File: src/verilog/csi_gate_config.svh
`ifndef CSI_GATE_CONFIG_SVH
`define CSI_GATE_CONFIG_SVH

// Flops per asynchronous input
`define CSI_SYNC_STAGES 2
// Equal samples needed before a Hall code counts
`define CSI_FILTER_CYCLES 4
// Both switches on for this many clocks
`define CSI_OVERLAP_CYCLES 10
`define CSI_OVL_CNT_W 8

`endif

File: src/verilog/csi_gate_pkg.sv
package csi_gate_pkg;

    // ------------------------------
    // Vector types
    // ------------------------------

    // Hall sensors, order H3 H2 H1
    typedef logic [2:0] hall_code_t;

    // One switch group, one bit per phase, order C B A
    typedef logic [2:0] phase_gates_t;

    // One-hot phase selections within a group
    localparam phase_gates_t PHASE_A = 3'b001;
    localparam phase_gates_t PHASE_B = 3'b010;
    localparam phase_gates_t PHASE_C = 3'b100;

    // Full gate vector, top group in bits 5..3
    typedef struct packed {
        phase_gates_t top;
        phase_gates_t bot;
    } gate_pattern_t;

    // Per-group overlap FSM
    typedef enum logic {OVL_IDLE = 1'b0, OVL_HOLD = 1'b1} overlap_state_t;

endpackage

File: src/verilog/hall_input_filter.sv
`timescale 1ns/10ps
`include "csi_gate_config.svh"

module hall_input_filter (
    input  logic                     clk,
    input  logic                     rst,
    input  csi_gate_pkg::hall_code_t hall,
    input  logic                     enable,
    output csi_gate_pkg::hall_code_t hall_accepted,
    output logic                     hall_invalid,
    output logic                     enable_sync
);
    import csi_gate_pkg::*;

    localparam int SYNC_STAGES   = `CSI_SYNC_STAGES;
    localparam int FILTER_CYCLES = `CSI_FILTER_CYCLES;
    localparam int FILT_W        = $clog2(FILTER_CYCLES + 1);

    hall_code_t             hall_sync_q [SYNC_STAGES];
    logic [SYNC_STAGES-1:0] en_sync_q;
    hall_code_t             hall_s;
    // Code currently being timed and its run length
    hall_code_t             cand_q;
    logic [FILT_W-1:0]      stable_cnt_q;

    // ------------------------------
    // Synchronizers
    // ------------------------------
    always_ff @(posedge clk or posedge rst) begin
        if (rst) begin
            for (int i = 0; i < SYNC_STAGES; i++) begin
                hall_sync_q[i] <= '0;
            end
            en_sync_q <= '0;
        end else begin
            hall_sync_q[0] <= hall;
            en_sync_q[0]   <= enable;
            for (int i = 1; i < SYNC_STAGES; i++) begin
                hall_sync_q[i] <= hall_sync_q[i-1];
                en_sync_q[i]   <= en_sync_q[i-1];
            end
        end
    end

    assign hall_s      = hall_sync_q[SYNC_STAGES-1];
    assign enable_sync = en_sync_q[SYNC_STAGES-1];

    // ------------------------------
    // Stability filter
    // ------------------------------
    always_ff @(posedge clk or posedge rst) begin
        if (rst) begin
            cand_q        <= '0;
            stable_cnt_q  <= '0;
            hall_accepted <= '0;
        end else if (hall_s != cand_q) begin
            // New code seen, restart the run at one sample
            cand_q       <= hall_s;
            stable_cnt_q <= FILT_W'(1);
        end else if (stable_cnt_q != FILT_W'(FILTER_CYCLES)) begin
            stable_cnt_q <= stable_cnt_q + 1'b1;
            // Last sample of the run, accept
            if (stable_cnt_q == FILT_W'(FILTER_CYCLES - 1)) begin
                hall_accepted <= cand_q;
            end
        end
    end

    // All-zero and all-one codes are sensor faults
    assign hall_invalid = (hall_accepted == 3'b000) || (hall_accepted == 3'b111);

endmodule

File: src/verilog/commutation_table.sv
`timescale 1ns/10ps

module commutation_table (
    input  logic                        clk,
    input  logic                        rst,
    input  csi_gate_pkg::hall_code_t    hall_accepted,
    input  logic                        hall_invalid,
    input  logic                        dir,
    output csi_gate_pkg::gate_pattern_t pattern_raw
);
    import csi_gate_pkg::*;

    phase_gates_t  fwd_top;
    phase_gates_t  fwd_bot;
    gate_pattern_t pattern_next;

    // Forward six-step table, one-hot per group
    always_comb begin
        case (hall_accepted)
            3'b101:  begin fwd_top = PHASE_A; fwd_bot = PHASE_B; end
            3'b100:  begin fwd_top = PHASE_A; fwd_bot = PHASE_C; end
            3'b110:  begin fwd_top = PHASE_B; fwd_bot = PHASE_C; end
            3'b010:  begin fwd_top = PHASE_B; fwd_bot = PHASE_A; end
            3'b011:  begin fwd_top = PHASE_C; fwd_bot = PHASE_A; end
            3'b001:  begin fwd_top = PHASE_C; fwd_bot = PHASE_B; end
            // Invalid codes never reach the register
            default: begin fwd_top = '0;      fwd_bot = '0;      end
        endcase
    end

    // Reverse runs the current the other way round
    always_comb begin
        if (dir) begin
            pattern_next.top = fwd_top;
            pattern_next.bot = fwd_bot;
        end else begin
            pattern_next.top = fwd_bot;
            pattern_next.bot = fwd_top;
        end
    end

    // Keep the last good pattern on a bad code
    always_ff @(posedge clk or posedge rst) begin
        if (rst) begin
            pattern_raw <= '0;
        end else if (!hall_invalid) begin
            pattern_raw <= pattern_next;
        end
    end

endmodule

File: src/verilog/commutation_overlap.sv
`timescale 1ns/10ps
`include "csi_gate_config.svh"

module commutation_overlap #(
    parameter int OVERLAP_CYCLES = `CSI_OVERLAP_CYCLES
) (
    input  logic                        clk,
    input  logic                        rst,
    input  csi_gate_pkg::gate_pattern_t pattern_raw,
    output csi_gate_pkg::gate_pattern_t pattern_ovl
);
    import csi_gate_pkg::*;

    localparam int CNT_W = `CSI_OVL_CNT_W;
    // Entry cycle already shows the union, so load one less
    localparam logic [CNT_W-1:0] CNT_LOAD = CNT_W'(OVERLAP_CYCLES - 1);

    // Index 0 is the top group, index 1 the bottom group
    phase_gates_t grp_in  [2];
    phase_gates_t grp_out [2];

    assign grp_in[0] = pattern_raw.top;
    assign grp_in[1] = pattern_raw.bot;

    // ------------------------------
    // Per-group overlap FSM
    // ------------------------------
    for (genvar g = 0; g < 2; g++) begin : g_group
        overlap_state_t   state_q;
        phase_gates_t     prev_q;
        phase_gates_t     out_q;
        logic [CNT_W-1:0] cnt_q;
        logic             turn_on;
        logic             turn_off;

        // A switch coming on and another going off in the same step
        assign turn_on  = |(~prev_q & grp_in[g]);
        assign turn_off = |(prev_q & ~grp_in[g]);

        always_ff @(posedge clk or posedge rst) begin
            if (rst) begin
                state_q <= OVL_IDLE;
                prev_q  <= '0;
                out_q   <= '0;
                cnt_q   <= '0;
            end else begin
                // Input from the previous cycle, for edge detection
                prev_q <= grp_in[g];

                case (state_q)
                    OVL_IDLE: begin
                        if (turn_on && turn_off) begin
                            // Hand-over inside the group, both switches on
                            state_q <= OVL_HOLD;
                            out_q   <= prev_q | grp_in[g];
                            cnt_q   <= CNT_LOAD;
                        end else begin
                            out_q <= grp_in[g];
                        end
                    end

                    OVL_HOLD: begin
                        // out_q keeps the union while counting down
                        if (cnt_q != '0) begin
                            cnt_q <= cnt_q - 1'b1;
                        end else begin
                            state_q <= OVL_IDLE;
                            out_q   <= grp_in[g];
                        end
                    end

                    default: begin
                        state_q <= OVL_IDLE;
                        out_q   <= grp_in[g];
                    end
                endcase
            end
        end

        assign grp_out[g] = out_q;
    end

    // ------------------------------
    // Reassemble the gate vector
    // ------------------------------
    assign pattern_ovl.top = grp_out[0];
    assign pattern_ovl.bot = grp_out[1];

endmodule

File: src/verilog/gate_output_stage.sv
`timescale 1ns/10ps

module gate_output_stage (
    input  logic                        clk,
    input  logic                        rst,
    input  csi_gate_pkg::gate_pattern_t pattern_ovl,
    input  logic                        enable_sync,
    input  logic                        hall_invalid,
    input  logic                        fault_clr,
    output csi_gate_pkg::gate_pattern_t gates,
    output logic                        fault
);
    import csi_gate_pkg::*;

    // Phase A top and bottom on, keeps the DC-link current flowing
    localparam gate_pattern_t BYPASS_PATTERN = '{top: PHASE_A, bot: PHASE_A};

    logic bypass;

    // ------------------------------
    // Fault latch
    // ------------------------------
    // Bad code wins over a clear request
    always_ff @(posedge clk or posedge rst) begin
        if (rst) begin
            fault <= 1'b0;
        end else if (hall_invalid) begin
            fault <= 1'b1;
        end else if (fault_clr) begin
            fault <= 1'b0;
        end
    end

    assign bypass = !enable_sync || fault;

    // ------------------------------
    // Gate register
    // ------------------------------
    always_ff @(posedge clk or posedge rst) begin
        if (rst) begin
            gates <= '0;
        end else if (bypass) begin
            gates <= BYPASS_PATTERN;
        end else begin
            gates <= pattern_ovl;
        end
    end

endmodule

File: src/verilog/csi_gate_top.sv
`timescale 1ns/10ps

module csi_gate_top (
    input  logic                        clk,
    input  logic                        rst,
    input  csi_gate_pkg::hall_code_t    hall,
    input  logic                        enable,
    input  logic                        dir,
    input  logic                        fault_clr,
    output csi_gate_pkg::gate_pattern_t gates,
    output logic                        fault
);
    import csi_gate_pkg::*;

    hall_code_t    hall_accepted;
    logic          hall_invalid;
    logic          enable_sync;
    gate_pattern_t pattern_raw;
    gate_pattern_t pattern_ovl;

    // Sync, deglitch, code check
    hall_input_filter hall_input_filter_inst (
        .clk           (clk),
        .rst           (rst),
        .hall          (hall),
        .enable        (enable),
        .hall_accepted (hall_accepted),
        .hall_invalid  (hall_invalid),
        .enable_sync   (enable_sync)
    );

    commutation_table commutation_table_inst (
        .clk           (clk),
        .rst           (rst),
        .hall_accepted (hall_accepted),
        .hall_invalid  (hall_invalid),
        .dir           (dir),
        .pattern_raw   (pattern_raw)
    );

    // Overlap length from the config default
    commutation_overlap commutation_overlap_inst (
        .clk         (clk),
        .rst         (rst),
        .pattern_raw (pattern_raw),
        .pattern_ovl (pattern_ovl)
    );

    gate_output_stage gate_output_stage_inst (
        .clk          (clk),
        .rst          (rst),
        .pattern_ovl  (pattern_ovl),
        .enable_sync  (enable_sync),
        .hall_invalid (hall_invalid),
        .fault_clr    (fault_clr),
        .gates        (gates),
        .fault        (fault)
    );

endmodule

File: config.mk
export PLATFORM = sky130hd
export DESIGN_NAME = csi_gate_top
export DESIGN_NICKNAME = d
export VERILOG_FILES = /design/src/verilog/csi_gate_pkg.sv /design/src/verilog/hall_input_filter.sv /design/src/verilog/commutation_table.sv /design/src/verilog/commutation_overlap.sv /design/src/verilog/gate_output_stage.sv /design/src/verilog/csi_gate_top.sv
export VERILOG_INCLUDE_DIRS = /design/src /design/src/verilog
export SDC_FILE = /design/constraint.sdc
export NUM_CORES = 1
export LEC_CHECK = 0
export BUFFER_PORTS_ARGS = -buffer_cell sky130_fd_sc_hd__buf_2
export CAP_MARGIN = 20
export CORE_MARGIN = 2
export CORE_UTILIZATION = 55
export CTS_BUF_LIST = sky130_fd_sc_hd__clkbuf_4
export CTS_CLUSTER_SIZE = 30
export DETAILED_ROUTE_END_ITERATION = 10
export PLACE_DENSITY_LB_ADDON = 0.2
export SLEW_MARGIN = 15
export SYNTH_ARGS = -nofsm -noshare
export SYNTH_HDL_FRONTEND = slang
export SYNTH_SLANG_ARGS = --single-unit
File: constraint.sdc
create_clock -name clk -period 5.8 [get_ports clk]
set_input_delay 0.58 -clock clk [delete_from_list [all_inputs] [get_ports clk]]
set_output_delay 0.58 -clock clk [all_outputs]
set_load 0.005 [all_outputs]
== After elaboration in Yosys (flattened, before gate mapping) ==
Cells that the tools add are included.

* Add/subtract/negate cells: 3
* Bitwise gates (word level): 13
* Equal/unequal tests: 16
* Reduce and logical (&&, ||, !) cells: 23
* Mux-type cells: 26

{| class="wikitable"
|+ Operator list
! kind !! count
|-
| $mux W8 || 4
|-
| $pmux W8 S2 || 2
|-
| $mux W3 || 6
|-
| $pmux W3 S3 || 2
|-
| $reduce_bool A8 Y1 || 2
|-
| $sub A8 B1 Y8 const B || 2
|-
| $and A3 B3 Y3 || 4
|-
| $eq A3 B3 Y1 const B || 4
|-
| $mux W6 || 2
|-
| $not A3 Y3 || 4
|-
| $pmux W3 S2 || 2
|-
| $reduce_or A2 Y1 || 6
|-
| $reduce_or A3 Y1 || 4
|-
| $eq A3 B2 Y1 const B || 3
|-
| $ne A2 B2 Y1 const B || 4
|-
| $mux W1 || 6
|-
| $or A3 B3 Y3 || 2
|-
| $ne A2 B1 Y1 const B || 2
|-
| $pmux W1 S2 || 2
|-
| $reduce_and A2 Y1 || 2
|-
| $reduce_bool A2 Y1 || 2
|-
| $add A3 B1 Y3 const B || 1
|-
| $eq A3 B1 Y1 const B || 1
|-
| $logic_not A3 Y1 || 1
|-
| 7 further kinds || 11
|}

* Bits in registers: 60
* Logic and storage cells: 100
* Input bits: 8

== Depth between registers and ports, before layout ==
Gate-level depths: netlist of the first run.

* Word-level depth: 6
* Gate-level depth with buffers: 6

== By module ==
A second synthesis of the first run with hierarchy kept.

* Cells, all modules: 241
* Area, all modules: 2713.9 um^2

{| class="wikitable"
|+ Modules (own cells, without submodules)
! module !! instances !! sequential area each (um^2) !! cells an instance !! area each (um^2)
|-
| commutation_overlap || 1 || 750.7 || 150 || 1535.2
|-
| hall_input_filter || 1 || 425.4 || 46 || 621.8
|-
| commutation_table || 1 || 150.1 || 28 || 315.3
|-
| gate_output_stage || 1 || 175.2 || 17 || 241.5
|}

== Worst setup path before layout of the first run ==
No wires, ideal clock.

* Kind: register -> register
* From: register commutation_overlap_inst.g_group[1].cnt_q[3]
* To: register commutation_overlap_inst.g_group[1].out_q[0]
* Setup time: 0.118 ns
* Data required time: 5.682 ns
* Period minus slack after synthesis: 1.976 ns
* Cell stages (with the launch flop): 6
* Data arrival time: 1.858 ns
* Buffers on the path: 1
* Slack: 3.824 ns
* Cell sequence: dfrtp_1 or4_4 buf_6 o31ai_4 mux2_1 a21o_1

* Longest elaborated chain between the ends: 2

{| class="wikitable"
|+ RTL lines
! element !! RTL line !! text
|-
| start: declaration || commutation_overlap.sv:32 || <nowiki>logic [CNT_W-1:0] cnt_q;</nowiki>
|-
| start signal: assignment || commutation_overlap.sv:65 || <nowiki>cnt_q <= cnt_q - 1'b1;</nowiki>
|-
| $reduce_bool A8 Y1 || commutation_overlap.sv:64 || <nowiki>if (cnt_q != '0) begin</nowiki>
|-
| $ne A2 B2 Y1 (no line) || - ||
|-
| end signal: assignment || commutation_overlap.sv:58 || <nowiki>out_q <= grp_in[g];</nowiki>
|-
| end signal: assignment || commutation_overlap.sv:68 || <nowiki>out_q <= grp_in[g];</nowiki>
|-
| end signal: assignment || commutation_overlap.sv:74 || <nowiki>out_q <= grp_in[g];</nowiki>
|-
| end: declaration || commutation_overlap.sv:31 || <nowiki>phase_gates_t out_q;</nowiki>
|}

Every way passes these cells.
A chain may end at the register's enable or synchronous reset.

== Worst setup path after layout of the first run ==
Ends and elaborated chain as after synthesis.

==> report_table.html, run 1 <==
<table>
<tr><th>Metric</th><th>Value</th></tr>
<tr><th colspan="2">Clocking</th></tr>
<tr><td>Number of buffers between clock root and the deepest sink</td><td>2</td></tr>
<tr><td>Deepest level of the CTS H-tree</td><td>3</td></tr>
<tr><td>Root buffer cell</td><td>clkbuf_4</td></tr>
<tr><td>CTS tree</td><td>done</td></tr>
<tr><td>Clock network latency to the later pin of the worst-skew pair</td><td>390 ps</td></tr>
<tr><td>Post-cts repair resize count</td><td>0</td></tr>
<tr><td>Number of buffers inserted during clock tree synthesis</td><td>9</td></tr>
<tr><td>Post-CTS setup repair buffer count</td><td>0</td></tr>
<tr><td>Hold-fix buffers, CTS</td><td>0</td></tr>
<tr><td>Clock sink count</td><td>60</td></tr>
<tr><td>Clock input transition at the sequential cells of the worst setup and hold paths</td><td>110 ps</td></tr>
<tr><th colspan="2">Timing</th></tr>
<tr><td>Post-route setup TNS</td><td>0 ps</td></tr>
<tr><td>Slew at the pin with the worst max-slew slack</td><td>714 ps</td></tr>
<tr><td>Min cycle time layout</td><td>2060 ps</td></tr>
<tr><td>Max-slew headroom at the worst pin</td><td>52.2%</td></tr>
<tr><td>Final clock skew</td><td>13.5 ps</td></tr>
<tr><td>Number of hold violations in the final report</td><td>0</td></tr>
<tr><td>Max-slew violation total from the final report</td><td>0</td></tr>
<tr><td>Setup Viol. Count Final</td><td>0</td></tr>
<tr><td>Top achievable clock speed</td><td>486 MHz</td></tr>
<tr><td>Worst path setup slack after routing</td><td>3740 ps</td></tr>
<tr><td>Ratio of final minimum period to clock period</td><td>35.5%</td></tr>
<tr><td>Setup repair after global routing missed its margin</td><td>no</td></tr>
<tr><th colspan="2">Final layout</th></tr>
<tr><td>Leading cell type in the layout, fill and taps excluded</td><td>dfrtp_1</td></tr>
<tr><td>Most used cells in the layout excluding fill and tap cells</td><td>dfrtp_1, inv_1, a21oi_1</td></tr>
<tr><td>Post-layout util</td><td>63.1%</td></tr>
<tr><td>Layout Cell Area excl Fill</td><td>0.00298 mm²</td></tr>
<tr><td>Number of inserted filler cells in the final layout</td><td>391</td></tr>
<tr><td>Number of nets at the end of the flow</td><td>282</td></tr>
<tr><td>Post-synthesis to final-layout area growth</td><td>9.93%</td></tr>
<tr><td>Total inserted antenna cells</td><td>0</td></tr>
<tr><td>Fraction of final layout cells sized beyond drive strength 1</td><td>14.0%</td></tr>
<tr><th colspan="2">Synthesis</th></tr>
<tr><td>FFs w/ async S/R, synth</td><td>100%</td></tr>
<tr><td>Number of library cell types mapped by synthesis</td><td>46</td></tr>
<tr><td>Syn Inst Count</td><td>250</td></tr>
<tr><td>Area of the mapped netlist</td><td>0.00271 mm²</td></tr>
<tr><td>Flops &amp; latches, synth</td><td>60</td></tr>
<tr><td>Post-synth EDFFs</td><td>0</td></tr>
<tr><td>Portion of the post-synthesis area used by sequential elements</td><td>55.4%</td></tr>
<tr><td>Top_reg_cell synth</td><td>dfrtp_1</td></tr>
<tr><td>Mean cell area of the mapped netlist</td><td>10.8 µm²</td></tr>
<tr><td>Yosys Warn Count</td><td>0</td></tr>
<tr><td>Net Count, Synth</td><td>265</td></tr>
<tr><th colspan="2">Worst setup path</th></tr>
<tr><td>Number of buffer and inverter stages on the critical path</td><td>0</td></tr>
<tr><td>Type of origin of the critical path</td><td>flop</td></tr>
<tr><td>Data arrival at the endpoint of the critical path</td><td>2340 ps</td></tr>
<tr><td>Element type at the critical path end</td><td>flop</td></tr>
<tr><td>Setup slack on the worst flop-to-flop path</td><td>3740 ps</td></tr>
<tr><td>CP Data Required Time</td><td>6080 ps</td></tr>
<tr><td>Worst path top cell family by delay</td><td>simple AND/OR/NAND/NOR gates</td></tr>
<tr><td>Path type of the worst setup path</td><td>reg -&gt; reg</td></tr>
<tr><td>Slowest cell on crit path</td><td>or4_4</td></tr>
<tr><td>Delay of the slowest critical-path stage</td><td>580 ps</td></tr>
<tr><td>Crit Path Max Fanout</td><td>9</td></tr>
<tr><td>Worst path cell trace</td><td>or4_4, o31ai_4, mux2_1, a21o_1</td></tr>
<tr><th colspan="2">Power</th></tr>
<tr><td>Total power divided by cell area</td><td>506 mW/mm²</td></tr>
<tr><td>Worst supply voltage drop on vdd</td><td>0.251 mV</td></tr>
<tr><td>LEAKAGE</td><td>1.34 nW</td></tr>
<tr><th colspan="2">Placement</th></tr>
<tr><td>Routability congestion estimate</td><td>0.763</td></tr>
<tr><td>Worst Setup Slack post-DPL</td><td>3780 ps</td></tr>
<tr><td>DP Area</td><td>0.00283 mm²</td></tr>
<tr><td>Port Buf Inserts</td><td>14</td></tr>
<tr><td>Sum of net half-perimeters after detailed placement</td><td>2.96 mm</td></tr>
<tr><th colspan="2">Global routing</th></tr>
<tr><td>Total global routing overflow</td><td>0</td></tr>
<tr><td>Number of global-route vias before repair</td><td>1700</td></tr>
<tr><td>First-pass GRT wire length</td><td>7.56 mm</td></tr>
<tr><td>Overall fraction of global-route tracks in use</td><td>18.5%</td></tr>
<tr><td>Number of antenna violations at the first check in global routing</td><td>0</td></tr>
<tr><td>Pin count of the biggest net entering global routing</td><td>61</td></tr>
<tr><th colspan="2">Die</th></tr>
<tr><td>Die outline width</td><td>74.2 µm</td></tr>
<tr><td>Std-Cell Core Area</td><td>0.00472 mm²</td></tr>
<tr><td>Die area</td><td>0.00550 mm²</td></tr>
<tr><td>Count of pins on the block boundary</td><td>15</td></tr>
<tr><td>Core Rows</td><td>25</td></tr>
<tr><td>Height of the chip</td><td>74.2 µm</td></tr>
<tr><td>Effective utilization at floorplan</td><td>57.4%</td></tr>
<tr><th colspan="2">Job</th></tr>
<tr><td>Number of max-capacitance violations reported</td><td>0</td></tr>
<tr><th colspan="2">Drt</th></tr>
<tr><td>Router iterations before antenna repair</td><td>4</td></tr>
<tr><td>Count of nets left with antenna violations after detail routing</td><td>0</td></tr>
<tr><td>Total wirelength of the detailed-routed design</td><td>4.34 mm</td></tr>
<tr><td>Via-to-Cell Ratio</td><td>5.42</td></tr>
<tr><td>Total via count after detailed routing</td><td>1837</td></tr>
<tr><td>Post-detailed-route DRC marker count</td><td>0</td></tr>
<tr><td>Iteration-0 DRC count of the detailed router</td><td>110</td></tr>
<tr><td>Drt wl/cell</td><td>12.8 µm</td></tr>
<tr><th colspan="2">Outcome</th></tr>
<tr><td>Outcome</td><td>finished, final reports clean</td></tr>
<tr><th colspan="2">Hold path</th></tr>
<tr><td>Worst min path class</td><td>in -&gt; reg</td></tr>
</table>
-- worst paths after layout --
| kind | startpoint | to | depth (start not counted) |
|---|---|---|---|
| setup / recovery | commutation_overlap_inst.g_group[1].cnt_q[3] | commutation_overlap_inst.g_group[1].out_q[0] | 4 |
| hold / removal | enable | hall_input_filter_inst.en_sync_q[0] | 1 |
| setup reg to reg | commutation_overlap_inst.g_group[1].cnt_q[3] | commutation_overlap_inst.g_group[1].out_q[0] | 4 |
| hold reg to reg | hall_input_filter_inst.hall_sync_q[3] | hall_input_filter_inst.hall_s[0] | 0 |
| max in group asynchronous | rst | commutation_overlap_inst.g_group[1].out_q[1] | 3 |
| min in group asynchronous | rst | commutation_overlap_inst.g_group[1].cnt_q[7] | 3 |
-- synthesized netlist by cell type (2+ instances only) --
library cell | instances | area share (%)
a31oi_1 | 4 | 0.92
mux2_2 | 3 | 1.2
a21o_1 | 3 | 0.83
o22ai_1 | 2 | 0.46
mux2i_1 | 3 | 1.1
nor2_1 | 14 | 1.9
a21oi_1 | 15 | 2.8
inv_1 | 18 | 2.5
or3_1 | 2 | 0.46
o211ai_1 | 5 | 1.4
a221oi_1 | 4 | 1.3
nand3_1 | 7 | 1.3
nand2_1 | 11 | 1.5
clkbuf_1 | 8 | 1.1
nor3_1 | 2 | 0.37
xor2_1 | 4 | 1.3
nand2b_1 | 7 | 1.6
nor4_1 | 3 | 0.69
a211oi_1 | 2 | 0.55
dfrtp_1 | 60 | 55
xnor2_1 | 7 | 2.3
and2_1 | 6 | 1.4
or4b_2 | 2 | 0.74
nor3b_1 | 3 | 0.83
o21ai_0 | 13 | 2.4
a22oi_1 | 2 | 0.55
nor2b_1 | 14 | 3.2
ha_1 | 7 | 3.2
mux2_1 | 2 | 0.83
-- stage by stage --
stage          std cells  hold slack [ps]  total power [mW]
4_1_cts              339              265              1.52
2_1_floorplan        250              331              1.08
3_3_place_gp         323              336              1.18
3_5_place_dp         323              339              1.20
6_report             339              291              1.51
5_1_grt              339              239              1.63
-- cell families after synthesis --
logic type,Yosys count,share of synthesized area [%]
xor+xnor,11,3.55
simple gates,78,16.2
flops,60,55.4
fa+ha+maj,7,3.23
mux,8,3.19
buf+inv,27,4.02
compound gates,59,14.5
-- routing by layer --
metal  part of all wire (%)  GRT usage [%]
met1                     50           24.1
met2                     45           28.1
met3                    4.0           6.10
met4                    1.5           9.09
met5                      0              0
-- area by class of cell --
class                   count  area (µm²)  share of cell area (%)
clock buffers               9        67.6                    2.27
inverters                  18        67.6                    2.27
well taps                  67        83.8                    2.81
clock inverters             7        81.3                    2.73
repair buffers             15        77.6                    2.60
flip-flops and latches     60        1500                    50.4
multi-input cells         163        1100                    36.9
-- flip-flops by register name (all words and copies together), names as in the netlist --
signal and flops:
commutation_overlap_inst.g_group.cnt_q 16, commutation_overlap_inst.g_group.out_q 6, commutation_overlap_inst.g_group.prev_q 6, commutation_table_inst.pattern_raw 6, gate_output_stage_inst.gates 6, hall_input_filter_inst.cand_q 3
hall_input_filter_inst.hall_accepted 3, hall_input_filter_inst.hall_s 3, hall_input_filter_inst.hall_sync_q 3, hall_input_filter_inst.stable_cnt_q 3, commutation_overlap_inst.g_group.state_q 2, hall_input_filter_inst.en_sync_q 2
gate_output_stage_inst.fault 1
-- report_power, final --
part | switching [mW] | internal [mW]
logic | 0.247 | 0.232
registers | 0.151 | 0.560
clock network | 0.148 | 0.169
total | 0.545 | 0.961
No activity file was read; power rests on OpenSTA's default activity.
==> run 2: changes to the inputs <==
Clock period 5.8 ns to 1.8 ns, I/O delays scaled along.
==> report_table.html, run 2 (synthesis gave the netlist of run 1 again) <==
<table>
<tr><th>Metric</th><th>Value</th></tr>
<tr><th colspan="2">Worst setup path</th></tr>
<tr><td>Crit Path Max Fanout</td><td>3</td></tr>
<tr><td>Element type at the critical path end</td><td>flop</td></tr>
<tr><td>Data arrival at the endpoint of the critical path</td><td>2080 ps</td></tr>
<tr><td>CP endpoint</td><td>commutation_overlap_inst.g_group[1].out_q[0]</td></tr>
<tr><td>Worst setup path startpoint</td><td>commutation_overlap_inst.g_group[1].cnt_q[6]</td></tr>
<tr><td>Logic depth of the worst register-to-register path</td><td>4</td></tr>
<tr><td>Setup slack on the worst flop-to-flop path</td><td>10 ps</td></tr>
<tr><td>Capture instance of the worst register-to-register path</td><td>commutation_overlap_inst.g_group[1].out_q[0]</td></tr>
<tr><td>Type of origin of the critical path</td><td>flop</td></tr>
<tr><td>CP Data Required Time</td><td>2090 ps</td></tr>
<tr><td>Launch point of the worst reg-to-reg path</td><td>commutation_overlap_inst.g_group[1].cnt_q[6]</td></tr>
<tr><td>Path type of the worst setup path</td><td>reg -&gt; reg</td></tr>
<tr><th colspan="2">Global routing</th></tr>
<tr><td>First-pass GRT wire length</td><td>7.67 mm</td></tr>
<tr><td>Overall fraction of global-route tracks in use</td><td>18.5%</td></tr>
<tr><td>Pin count of the biggest net entering global routing</td><td>61</td></tr>
<tr><td>Number of global-route vias before repair</td><td>1712</td></tr>
<tr><td>Total global routing overflow</td><td>0</td></tr>
<tr><td>Number of antenna violations at the first check in global routing</td><td>0</td></tr>
<tr><th colspan="2">Power</th></tr>
<tr><td>Fraction of power consumed by combinational cells</td><td>36.9%</td></tr>
<tr><td>Fraction of power spent switching nets</td><td>36.8%</td></tr>
<tr><td>Internal Power</td><td>3.19 mW</td></tr>
<tr><td>Power dissipated by switching net loads</td><td>1.86 mW</td></tr>
<tr><td>LEAKAGE</td><td>1.44 nW</td></tr>
<tr><td>Part of the total power dissipated in sequential elements</td><td>44.9%</td></tr>
<tr><td>Worst supply voltage drop on vdd</td><td>0.903 mV</td></tr>
<tr><td>Total power divided by cell area</td><td>1580 mW/mm²</td></tr>
<tr><td>Power share of the clock group</td><td>18.2%</td></tr>
<tr><th colspan="2">Final layout</th></tr>
<tr><td>Fraction of final layout cells sized beyond drive strength 1</td><td>21.1%</td></tr>
<tr><td>Number of inserted filler cells in the final layout</td><td>388</td></tr>
<tr><td>Total inserted antenna cells</td><td>0</td></tr>
<tr><td>Leading cell type in the layout, fill and taps excluded</td><td>dfrtp_1</td></tr>
<tr><td>Total area of multi-input combinational cells</td><td>0.00113 mm²</td></tr>
<tr><td>Most used cells in the layout excluding fill and tap cells</td><td>dfrtp_1, inv_1, buf_4</td></tr>
<tr><td>Sequential standard cell area</td><td>0.00150 mm²</td></tr>
<tr><td>Number of flip-flops under the largest register name</td><td>16</td></tr>
<tr><td>Largest register by flop count</td><td>commutation_overlap_inst.g_group.cnt_q</td></tr>
<tr><td>Post-synthesis to final-layout area growth</td><td>17.8%</td></tr>
<tr><td>Post-layout util</td><td>67.6%</td></tr>
<tr><td>Number of nets at the end of the flow</td><td>304</td></tr>
<tr><td>Layout Cell Area excl Fill</td><td>0.00319 mm²</td></tr>
<tr><th colspan="2">Drt</th></tr>
<tr><td>Post-detailed-route DRC marker count</td><td>0</td></tr>
<tr><td>Iteration-0 DRC count of the detailed router</td><td>96</td></tr>
<tr><td>Via-to-Cell Ratio</td><td>5.25</td></tr>
<tr><td>Total length of routed met3 wires</td><td>137 µm</td></tr>
<tr><td>Total via count after detailed routing</td><td>1896</td></tr>
<tr><td>Router iterations before antenna repair</td><td>4</td></tr>
<tr><td>Count of nets left with antenna violations after detail routing</td><td>0</td></tr>
<tr><td>Uppermost signal routing layer after detailed routing</td><td>met4</td></tr>
<tr><td>WL met2</td><td>1.92 mm</td></tr>
<tr><td>Drt wl/cell</td><td>12.3 µm</td></tr>
<tr><td>Met1 layer wirelength in the final routing</td><td>2.32 mm</td></tr>
<tr><td>Total wirelength of the detailed-routed design</td><td>4.44 mm</td></tr>
<tr><th colspan="2">Timing</th></tr>
<tr><td>Max-slew violation total from the final report</td><td>0</td></tr>
<tr><td>Min cycle time layout</td><td>1790 ps</td></tr>
<tr><td>Number of hold violations in the final report</td><td>0</td></tr>
<tr><td>Max-slew headroom at the worst pin</td><td>65.0%</td></tr>
<tr><td>Slew at the pin with the worst max-slew slack</td><td>524 ps</td></tr>
<tr><td>Setup repair after global routing missed its margin</td><td>yes</td></tr>
<tr><td>Worst path setup slack after routing</td><td>10.8 ps</td></tr>
<tr><td>Worst Hold Margin</td><td>150 ps</td></tr>
<tr><td>Top achievable clock speed</td><td>559 MHz</td></tr>
<tr><td>Setup Viol. Count Final</td><td>0</td></tr>
<tr><td>Final clock skew</td><td>4.48 ps</td></tr>
<tr><td>Ratio of final minimum period to clock period</td><td>99.4%</td></tr>
<tr><th colspan="2">Clocking</th></tr>
<tr><td>Number of buffers inserted during clock tree synthesis</td><td>9</td></tr>
<tr><td>Clock sink count</td><td>60</td></tr>
<tr><td>Deepest level of the CTS H-tree</td><td>3</td></tr>
<tr><td>Clock network latency to the later pin of the worst-skew pair</td><td>390 ps</td></tr>
<tr><td>Number of buffers between clock root and the deepest sink</td><td>2</td></tr>
<tr><td>CTS tree</td><td>done</td></tr>
<tr><td>Root buffer cell</td><td>clkbuf_4</td></tr>
<tr><td>Clock input transition at the sequential cells of the worst setup and hold paths</td><td>100 ps</td></tr>
<tr><th colspan="2">Placement</th></tr>
<tr><td>Routability congestion estimate</td><td>0.796</td></tr>
<tr><td>Sum of net half-perimeters after detailed placement</td><td>2.95 mm</td></tr>
<tr><td>Port Buf Inserts</td><td>14</td></tr>
<tr><td>DP Area</td><td>0.00296 mm²</td></tr>
<tr><td>Worst Setup Slack post-DPL</td><td>8.49 ps</td></tr>
<tr><th colspan="2">Job</th></tr>
<tr><td>Number of max-capacitance violations reported</td><td>0</td></tr>
<tr><th colspan="2">Die</th></tr>
<tr><td>Std-Cell Core Area</td><td>0.00472 mm²</td></tr>
<tr><td>Height of the chip</td><td>74.2 µm</td></tr>
<tr><td>Core Rows</td><td>25</td></tr>
<tr><td>Die outline width</td><td>74.2 µm</td></tr>
<tr><td>Die area</td><td>0.00550 mm²</td></tr>
<tr><td>Effective utilization at floorplan</td><td>57.4%</td></tr>
<tr><td>Count of pins on the block boundary</td><td>15</td></tr>
<tr><th colspan="2">Hold path</th></tr>
<tr><td>Worst min path class</td><td>in -&gt; reg</td></tr>
<tr><th colspan="2">Outcome</th></tr>
<tr><td>Outcome</td><td>finished, final reports clean</td></tr>
</table>
==> run 2: per-layer routing <==
layer / up-vias / track usage, %
li1: 950 / -
met1: 907 / 27.2
met2: 31 / 26.2
met3: 8 / 4.07
met4: 0 / 9.09
met5: - / 0
==> run 2: per-stage QoR <==
step | TNS (ps) | std cells | power, mW
finish | 0 | 361 | 5.05
global route | -126 | 361 | 5.46
CTS | 0 | 361 | 5.04
detailed placement | 0 | 339 | 4.09
global placement | 0 | 339 | 4.02
floorplan | -266 | 250 | 3.50
==> run 2: worst min-delay path by stage <==
| stage | end | cells after the start | start |
|---|---|---|---|
| after floorplan | hall_input_filter_inst.en_sync_q[0] | 0 | enable |
| after global placement | commutation_overlap_inst.g_group[0].cnt_q[7] | 3 | rst |
| after detailed placement | commutation_overlap_inst.g_group[0].cnt_q[7] | 3 | rst |
| after CTS | commutation_table_inst.pattern_raw[1] | 3 | dir |
| after global routing | commutation_table_inst.pattern_raw[3] | 3 | dir |
| final | commutation_table_inst.pattern_raw[3] | 3 | dir |
==> run 2: power groups by stage <==
| stage | registers (mW) | logic (mW) | clock network [mW] |
|---|---|---|---|
| 2_1_floorplan | 2.11 | 1.38 | 0 |
| 3_3_place_gp | 2.25 | 1.77 | 0 |
| 3_5_place_dp | 2.28 | 1.82 | 0 |
| 4_1_cts | 2.25 | 1.84 | 0.945 |
| 5_1_grt | 2.35 | 2.12 | 0.997 |
| 6_report | 2.27 | 1.87 | 0.917 |
==> run 2: repair_timing <==
item | in CTS | in global routing
gates resized for setup | 1 | 5
hold buffers | 6 | 0
setup endpoints to repair | 1 | 11
pin swaps | 0 | 0
setup buffers | 0 | 0
cloned | 0 | 0
endpoints found under the hold margin | 65 | 0
==> run 2: final cells by class <==
class | count | area share, %
repair buffers | 37 | 8.47
clock buffers | 9 | 2.12
clock inverters | 7 | 2.12
flip-flops and latches | 60 | 47.0
multi-input cells | 163 | 35.5
inverters | 18 | 2.12
well taps | 67 | 2.63
==> run 2: worst max-delay path, stage by stage (launching register included) <==
cell and delay, ps:
dfrtp_1 400, or4_4 550, o31ai_4 240, mux2_1 350
a21o_1 150
==> run 3: changes to the inputs <==
Settings changed: SLEW_MARGIN 15 to 20, SYNTH_HIERARCHICAL set to 1.
==> report_table.html, run 3 <==
<table>
<tr><th>Metric</th><th>Value</th></tr>
<tr><th colspan="2">Power</th></tr>
<tr><td>Worst supply voltage drop on vdd</td><td>0.834 mV</td></tr>
<tr><td>Total power divided by cell area</td><td>1640 mW/mm²</td></tr>
<tr><td>Internal Power</td><td>3.65 mW</td></tr>
<tr><td>Part of the total power dissipated in sequential elements</td><td>37.7%</td></tr>
<tr><td>Total Power</td><td>5.48 mW</td></tr>
<tr><td>Fraction of power consumed by combinational cells</td><td>40.9%</td></tr>
<tr><td>Fraction of power spent switching nets</td><td>33.5%</td></tr>
<tr><td>Power share of the clock group</td><td>21.4%</td></tr>
<tr><td>Power dissipated by switching net loads</td><td>1.84 mW</td></tr>
<tr><td>LEAKAGE</td><td>1.57 nW</td></tr>
<tr><th colspan="2">Synthesis</th></tr>
<tr><td>Fraction of post-synthesis cell area in the top cell type by area</td><td>55.3%</td></tr>
<tr><td>Net Count, Synth</td><td>256</td></tr>
<tr><td>Portion of the post-synthesis area used by sequential elements</td><td>55.3%</td></tr>
<tr><td>Cell types occupying the most area after synthesis</td><td>dfrtp_1, nand2b_1, ha_1, inv_1, xnor2_1</td></tr>
<tr><td>Area of the mapped netlist</td><td>0.00271 mm²</td></tr>
<tr><td>Post-synth EDFFs</td><td>0</td></tr>
<tr><td>Top_reg_cell synth</td><td>dfrtp_1</td></tr>
<tr><td>Synth top cells by count</td><td>dfrtp_1, inv_1, nand2_1, nand2b_1, nor2_1</td></tr>
<tr><td>Mean cell area of the mapped netlist</td><td>11.3 µm²</td></tr>
<tr><td>FFs w/ async S/R, synth</td><td>100%</td></tr>
<tr><td>Most instantiated library cell after synthesis</td><td>dfrtp_1</td></tr>
<tr><td>Yosys Warn Count</td><td>6</td></tr>
<tr><td>Cell type contributing the most total cell area after synthesis</td><td>dfrtp_1</td></tr>
<tr><td>Flops &amp; latches, synth</td><td>60</td></tr>
<tr><td>Syn Inst Count</td><td>241</td></tr>
<tr><td>Number of library cell types mapped by synthesis</td><td>53</td></tr>
<tr><th colspan="2">Final layout</th></tr>
<tr><td>Most used cells in the layout excluding fill and tap cells</td><td>dfrtp_1, buf_4, nand2b_1, inv_1</td></tr>
<tr><td>Leading cell type in the layout, fill and taps excluded</td><td>dfrtp_1</td></tr>
<tr><td>Fraction of final layout cells sized beyond drive strength 1</td><td>29.0%</td></tr>
<tr><td>Total inserted antenna cells</td><td>0</td></tr>
<tr><td>Number of flip-flops under the largest register name</td><td>16</td></tr>
<tr><td>Post-synthesis to final-layout area growth</td><td>23.4%</td></tr>
<tr><td>Number of nets at the end of the flow</td><td>307</td></tr>
<tr><td>Number of inserted filler cells in the final layout</td><td>354</td></tr>
<tr><td>Largest register by flop count</td><td>commutation_overlap_inst/g_group.cnt_q</td></tr>
<tr><th colspan="2">Global routing</th></tr>
<tr><td>Number of global-route vias before repair</td><td>1916</td></tr>
<tr><td>GR met3 Demand/Resource</td><td>6.10%</td></tr>
<tr><td>Met1 Usage GRT</td><td>28.5%</td></tr>
<tr><td>Pin count of the biggest net entering global routing</td><td>31</td></tr>
<tr><td>First-pass GRT wire length</td><td>8.42 mm</td></tr>
<tr><td>Overall fraction of global-route tracks in use</td><td>20.8%</td></tr>
<tr><td>Number of antenna violations at the first check in global routing</td><td>0</td></tr>
<tr><td>Busiest layer in global routing</td><td>met2</td></tr>
<tr><td>Total global routing overflow</td><td>0</td></tr>
<tr><td>M2 GR Usage</td><td>31.3%</td></tr>
<tr><th colspan="2">Die</th></tr>
<tr><td>Die outline width</td><td>74.2 µm</td></tr>
<tr><td>Count of pins on the block boundary</td><td>15</td></tr>
<tr><td>Core Rows</td><td>25</td></tr>
<tr><td>Effective utilization at floorplan</td><td>57.1%</td></tr>
<tr><td>Height of the chip</td><td>74.2 µm</td></tr>
<tr><td>Die area</td><td>0.00551 mm²</td></tr>
<tr><td>Std-Cell Core Area</td><td>0.00475 mm²</td></tr>
<tr><th colspan="2">Drt</th></tr>
<tr><td>Drt wl/cell</td><td>13.5 µm</td></tr>
<tr><td>Total via count after detailed routing</td><td>1956</td></tr>
<tr><td>Post-detailed-route DRC marker count</td><td>0</td></tr>
<tr><td>Iteration-0 DRC count of the detailed router</td><td>103</td></tr>
<tr><td>Count of nets left with antenna violations after detail routing</td><td>0</td></tr>
<tr><td>Total wirelength of the detailed-routed design</td><td>4.93 mm</td></tr>
<tr><td>Router iterations before antenna repair</td><td>5</td></tr>
<tr><td>Via-to-Cell Ratio</td><td>5.37</td></tr>
<tr><th colspan="2">Hold path</th></tr>
<tr><td>Worst min path class</td><td>in -&gt; reg</td></tr>
<tr><td>Cell count of the worst hold path</td><td>3</td></tr>
<tr><td>Min-Delay Startpoint</td><td>fault_clr</td></tr>
<tr><td>Hold EP</td><td>gate_output_stage_inst/fault</td></tr>
<tr><th colspan="2">Worst setup path</th></tr>
<tr><td>Delay of the slowest critical-path stage</td><td>470 ps</td></tr>
<tr><td>Setup slack on the worst flop-to-flop path</td><td>-100 ps</td></tr>
<tr><td>Logic depth of the worst register-to-register path</td><td>7</td></tr>
<tr><td>Slowest cell on crit path</td><td>or4b_4</td></tr>
<tr><td>Worst path top cell family by delay</td><td>compound AO/OA/AOI/OAI gates</td></tr>
<tr><td>Launch point of the worst reg-to-reg path</td><td>commutation_overlap_inst/g_group[0].cnt_q[0]</td></tr>
<tr><td>Worst path cell trace</td><td>inv_2, ha_4, or4b_4, o41ai_4, buf_4, a21oi_1, a31o_2</td></tr>
<tr><td>Element type at the critical path end</td><td>flop</td></tr>
<tr><td>Capture instance of the worst register-to-register path</td><td>commutation_overlap_inst/g_group[0].cnt_q[2]</td></tr>
<tr><td>Number of buffer and inverter stages on the critical path</td><td>2</td></tr>
<tr><td>CP Data Required Time</td><td>2080 ps</td></tr>
<tr><td>Path type of the worst setup path</td><td>reg -&gt; reg</td></tr>
<tr><td>Type of origin of the critical path</td><td>flop</td></tr>
<tr><td>Crit Path Max Fanout</td><td>5</td></tr>
<tr><td>Data arrival at the endpoint of the critical path</td><td>2180 ps</td></tr>
<tr><th colspan="2">Clocking</th></tr>
<tr><td>Deepest level of the CTS H-tree</td><td>3</td></tr>
<tr><td>Root buffer cell</td><td>clkbuf_4</td></tr>
<tr><td>Clock sink count</td><td>60</td></tr>
<tr><td>CTS tree</td><td>done</td></tr>
<tr><td>Number of buffers between clock root and the deepest sink</td><td>2</td></tr>
<tr><td>Clock network latency to the later pin of the worst-skew pair</td><td>390 ps</td></tr>
<tr><td>Number of buffers inserted during clock tree synthesis</td><td>9</td></tr>
<tr><td>Clock input transition at the sequential cells of the worst setup and hold paths</td><td>90 ps</td></tr>
<tr><th colspan="2">Timing</th></tr>
<tr><td>Post-route setup TNS</td><td>-460 ps</td></tr>
<tr><td>Number of hold violations in the final report</td><td>0</td></tr>
<tr><td>Final clock skew</td><td>4.39 ps</td></tr>
<tr><td>Setup Viol. Count Final</td><td>8</td></tr>
<tr><td>Ratio of final minimum period to clock period</td><td>106%</td></tr>
<tr><td>Slew at the pin with the worst max-slew slack</td><td>611 ps</td></tr>
<tr><td>Max-slew headroom at the worst pin</td><td>59.3%</td></tr>
<tr><td>Setup repair after global routing missed its margin</td><td>yes</td></tr>
<tr><td>Min cycle time layout</td><td>1900 ps</td></tr>
<tr><td>Max-slew violation total from the final report</td><td>0</td></tr>
<tr><td>Worst path setup slack after routing</td><td>-101 ps</td></tr>
<tr><td>Worst Hold Margin</td><td>50.1 ps</td></tr>
<tr><td>Top achievable clock speed</td><td>526 MHz</td></tr>
<tr><th colspan="2">Placement</th></tr>
<tr><td>Sum of net half-perimeters after detailed placement</td><td>3.39 mm</td></tr>
<tr><td>Port Buf Inserts</td><td>14</td></tr>
<tr><td>Routability congestion estimate</td><td>0.790</td></tr>
<tr><th colspan="2">Job</th></tr>
<tr><td>Number of max-capacitance violations reported</td><td>0</td></tr>
<tr><th colspan="2">Outcome</th></tr>
<tr><td>Violations in the final reports</td><td>setup timing</td></tr>
<tr><td>Outcome</td><td>complete, but fails checks</td></tr>
</table>
-- run 3: worst register-to-register path: cells and delay by family (launching register included) --
kind                     cells  cell delay, ps
AO/OA/AOI/OAI                3             490
buffers and inverters        2             290
AND/OR/NAND/NOR              1             470
adder cells (fa/ha/maj)      1             120
flip-flops                   1             410
-- run 3: stage by stage --
| stage | cells | cell area, µm² | setup slack, ps | util, % |
|---|---|---|---|---|
| finish | 364 | 3350 | -101 | 70.4 |
| global route | 364 | 3350 | -185 | 70.4 |
| CTS | 363 | 3280 | -94.9 | 68.9 |
| detailed placement | 338 | 3020 | -91.8 | 63.4 |
| global placement | 338 | 3020 | -27.1 | 63.4 |
| floorplan | 241 | 2730 | -86.3 | - |
-- run 3: how the worst max path moves through the flow --
stage	slack, ps	to	cells past startpoint	from
3_3_place_gp	-30	commutation_overlap_inst/g_group[0].cnt_q[2]	7	commutation_overlap_inst/g_group[0].cnt_q[0]
2_1_floorplan	-90	commutation_overlap_inst/g_group[0].out_q[2]	7	commutation_overlap_inst/g_group[0].cnt_q[0]
4_1_cts	-90	commutation_overlap_inst/g_group[0].cnt_q[2]	7	commutation_overlap_inst/g_group[0].cnt_q[1]
5_1_grt	-190	commutation_overlap_inst/g_group[0].out_q[2]	7	commutation_overlap_inst/g_group[0].cnt_q[0]
3_5_place_dp	-90	commutation_overlap_inst/g_group[0].cnt_q[2]	7	commutation_overlap_inst/g_group[0].cnt_q[0]
6_report	-100	commutation_overlap_inst/g_group[0].cnt_q[2]	7	commutation_overlap_inst/g_group[0].cnt_q[0]
-- run 3: cell type report --
class                   count  area [µm²]  area share (%)
clock buffers              10        75.1            2.24
well taps                  67        83.8            2.50
clock inverters             6         103            3.06
inverters                  18        67.6            2.02
flip-flops and latches     60        1500            44.8
repair buffers             46         330            9.87
multi-input cells         157        1190            35.5
-- run 3: power groups by stage --
stage          registers, mW  logic (mW)  clock network (mW)
2_1_floorplan           2.09        1.31                   0
3_3_place_gp            2.07        1.92                   0
3_5_place_dp            2.09        1.96                   0
4_1_cts                 2.06        2.07                1.21
5_1_grt                 2.13        2.48                1.26
6_report                2.07        2.24                1.17
-- run 3: metal layers --
metal	vias to the layer above	part of all wire (%)
met3	9	3.9
li1	946	-
met4	0	1.8
met2	48	45
met5	-	0
met1	953	49
-- run 3: repair_timing --
item,4_1_cts,5_1_grt
endpoints found under the setup margin,8,15
pin swaps,0,2
cloned,1,0
buffers inserted,3,2
hold endpoints to repair,64,0
gates resized for setup,3,14
hold buffers,5,0
-- run 3: logic make-up after synthesis --
kind of cell | count (synthesis) | synth area share [%]
simple gates | 89 | 20.1
flops | 60 | 55.3
compound gates | 47 | 12.5
buf+inv | 24 | 3.78
xor+xnor | 7 | 2.26
mux | 7 | 2.81
fa+ha+maj | 7 | 3.23
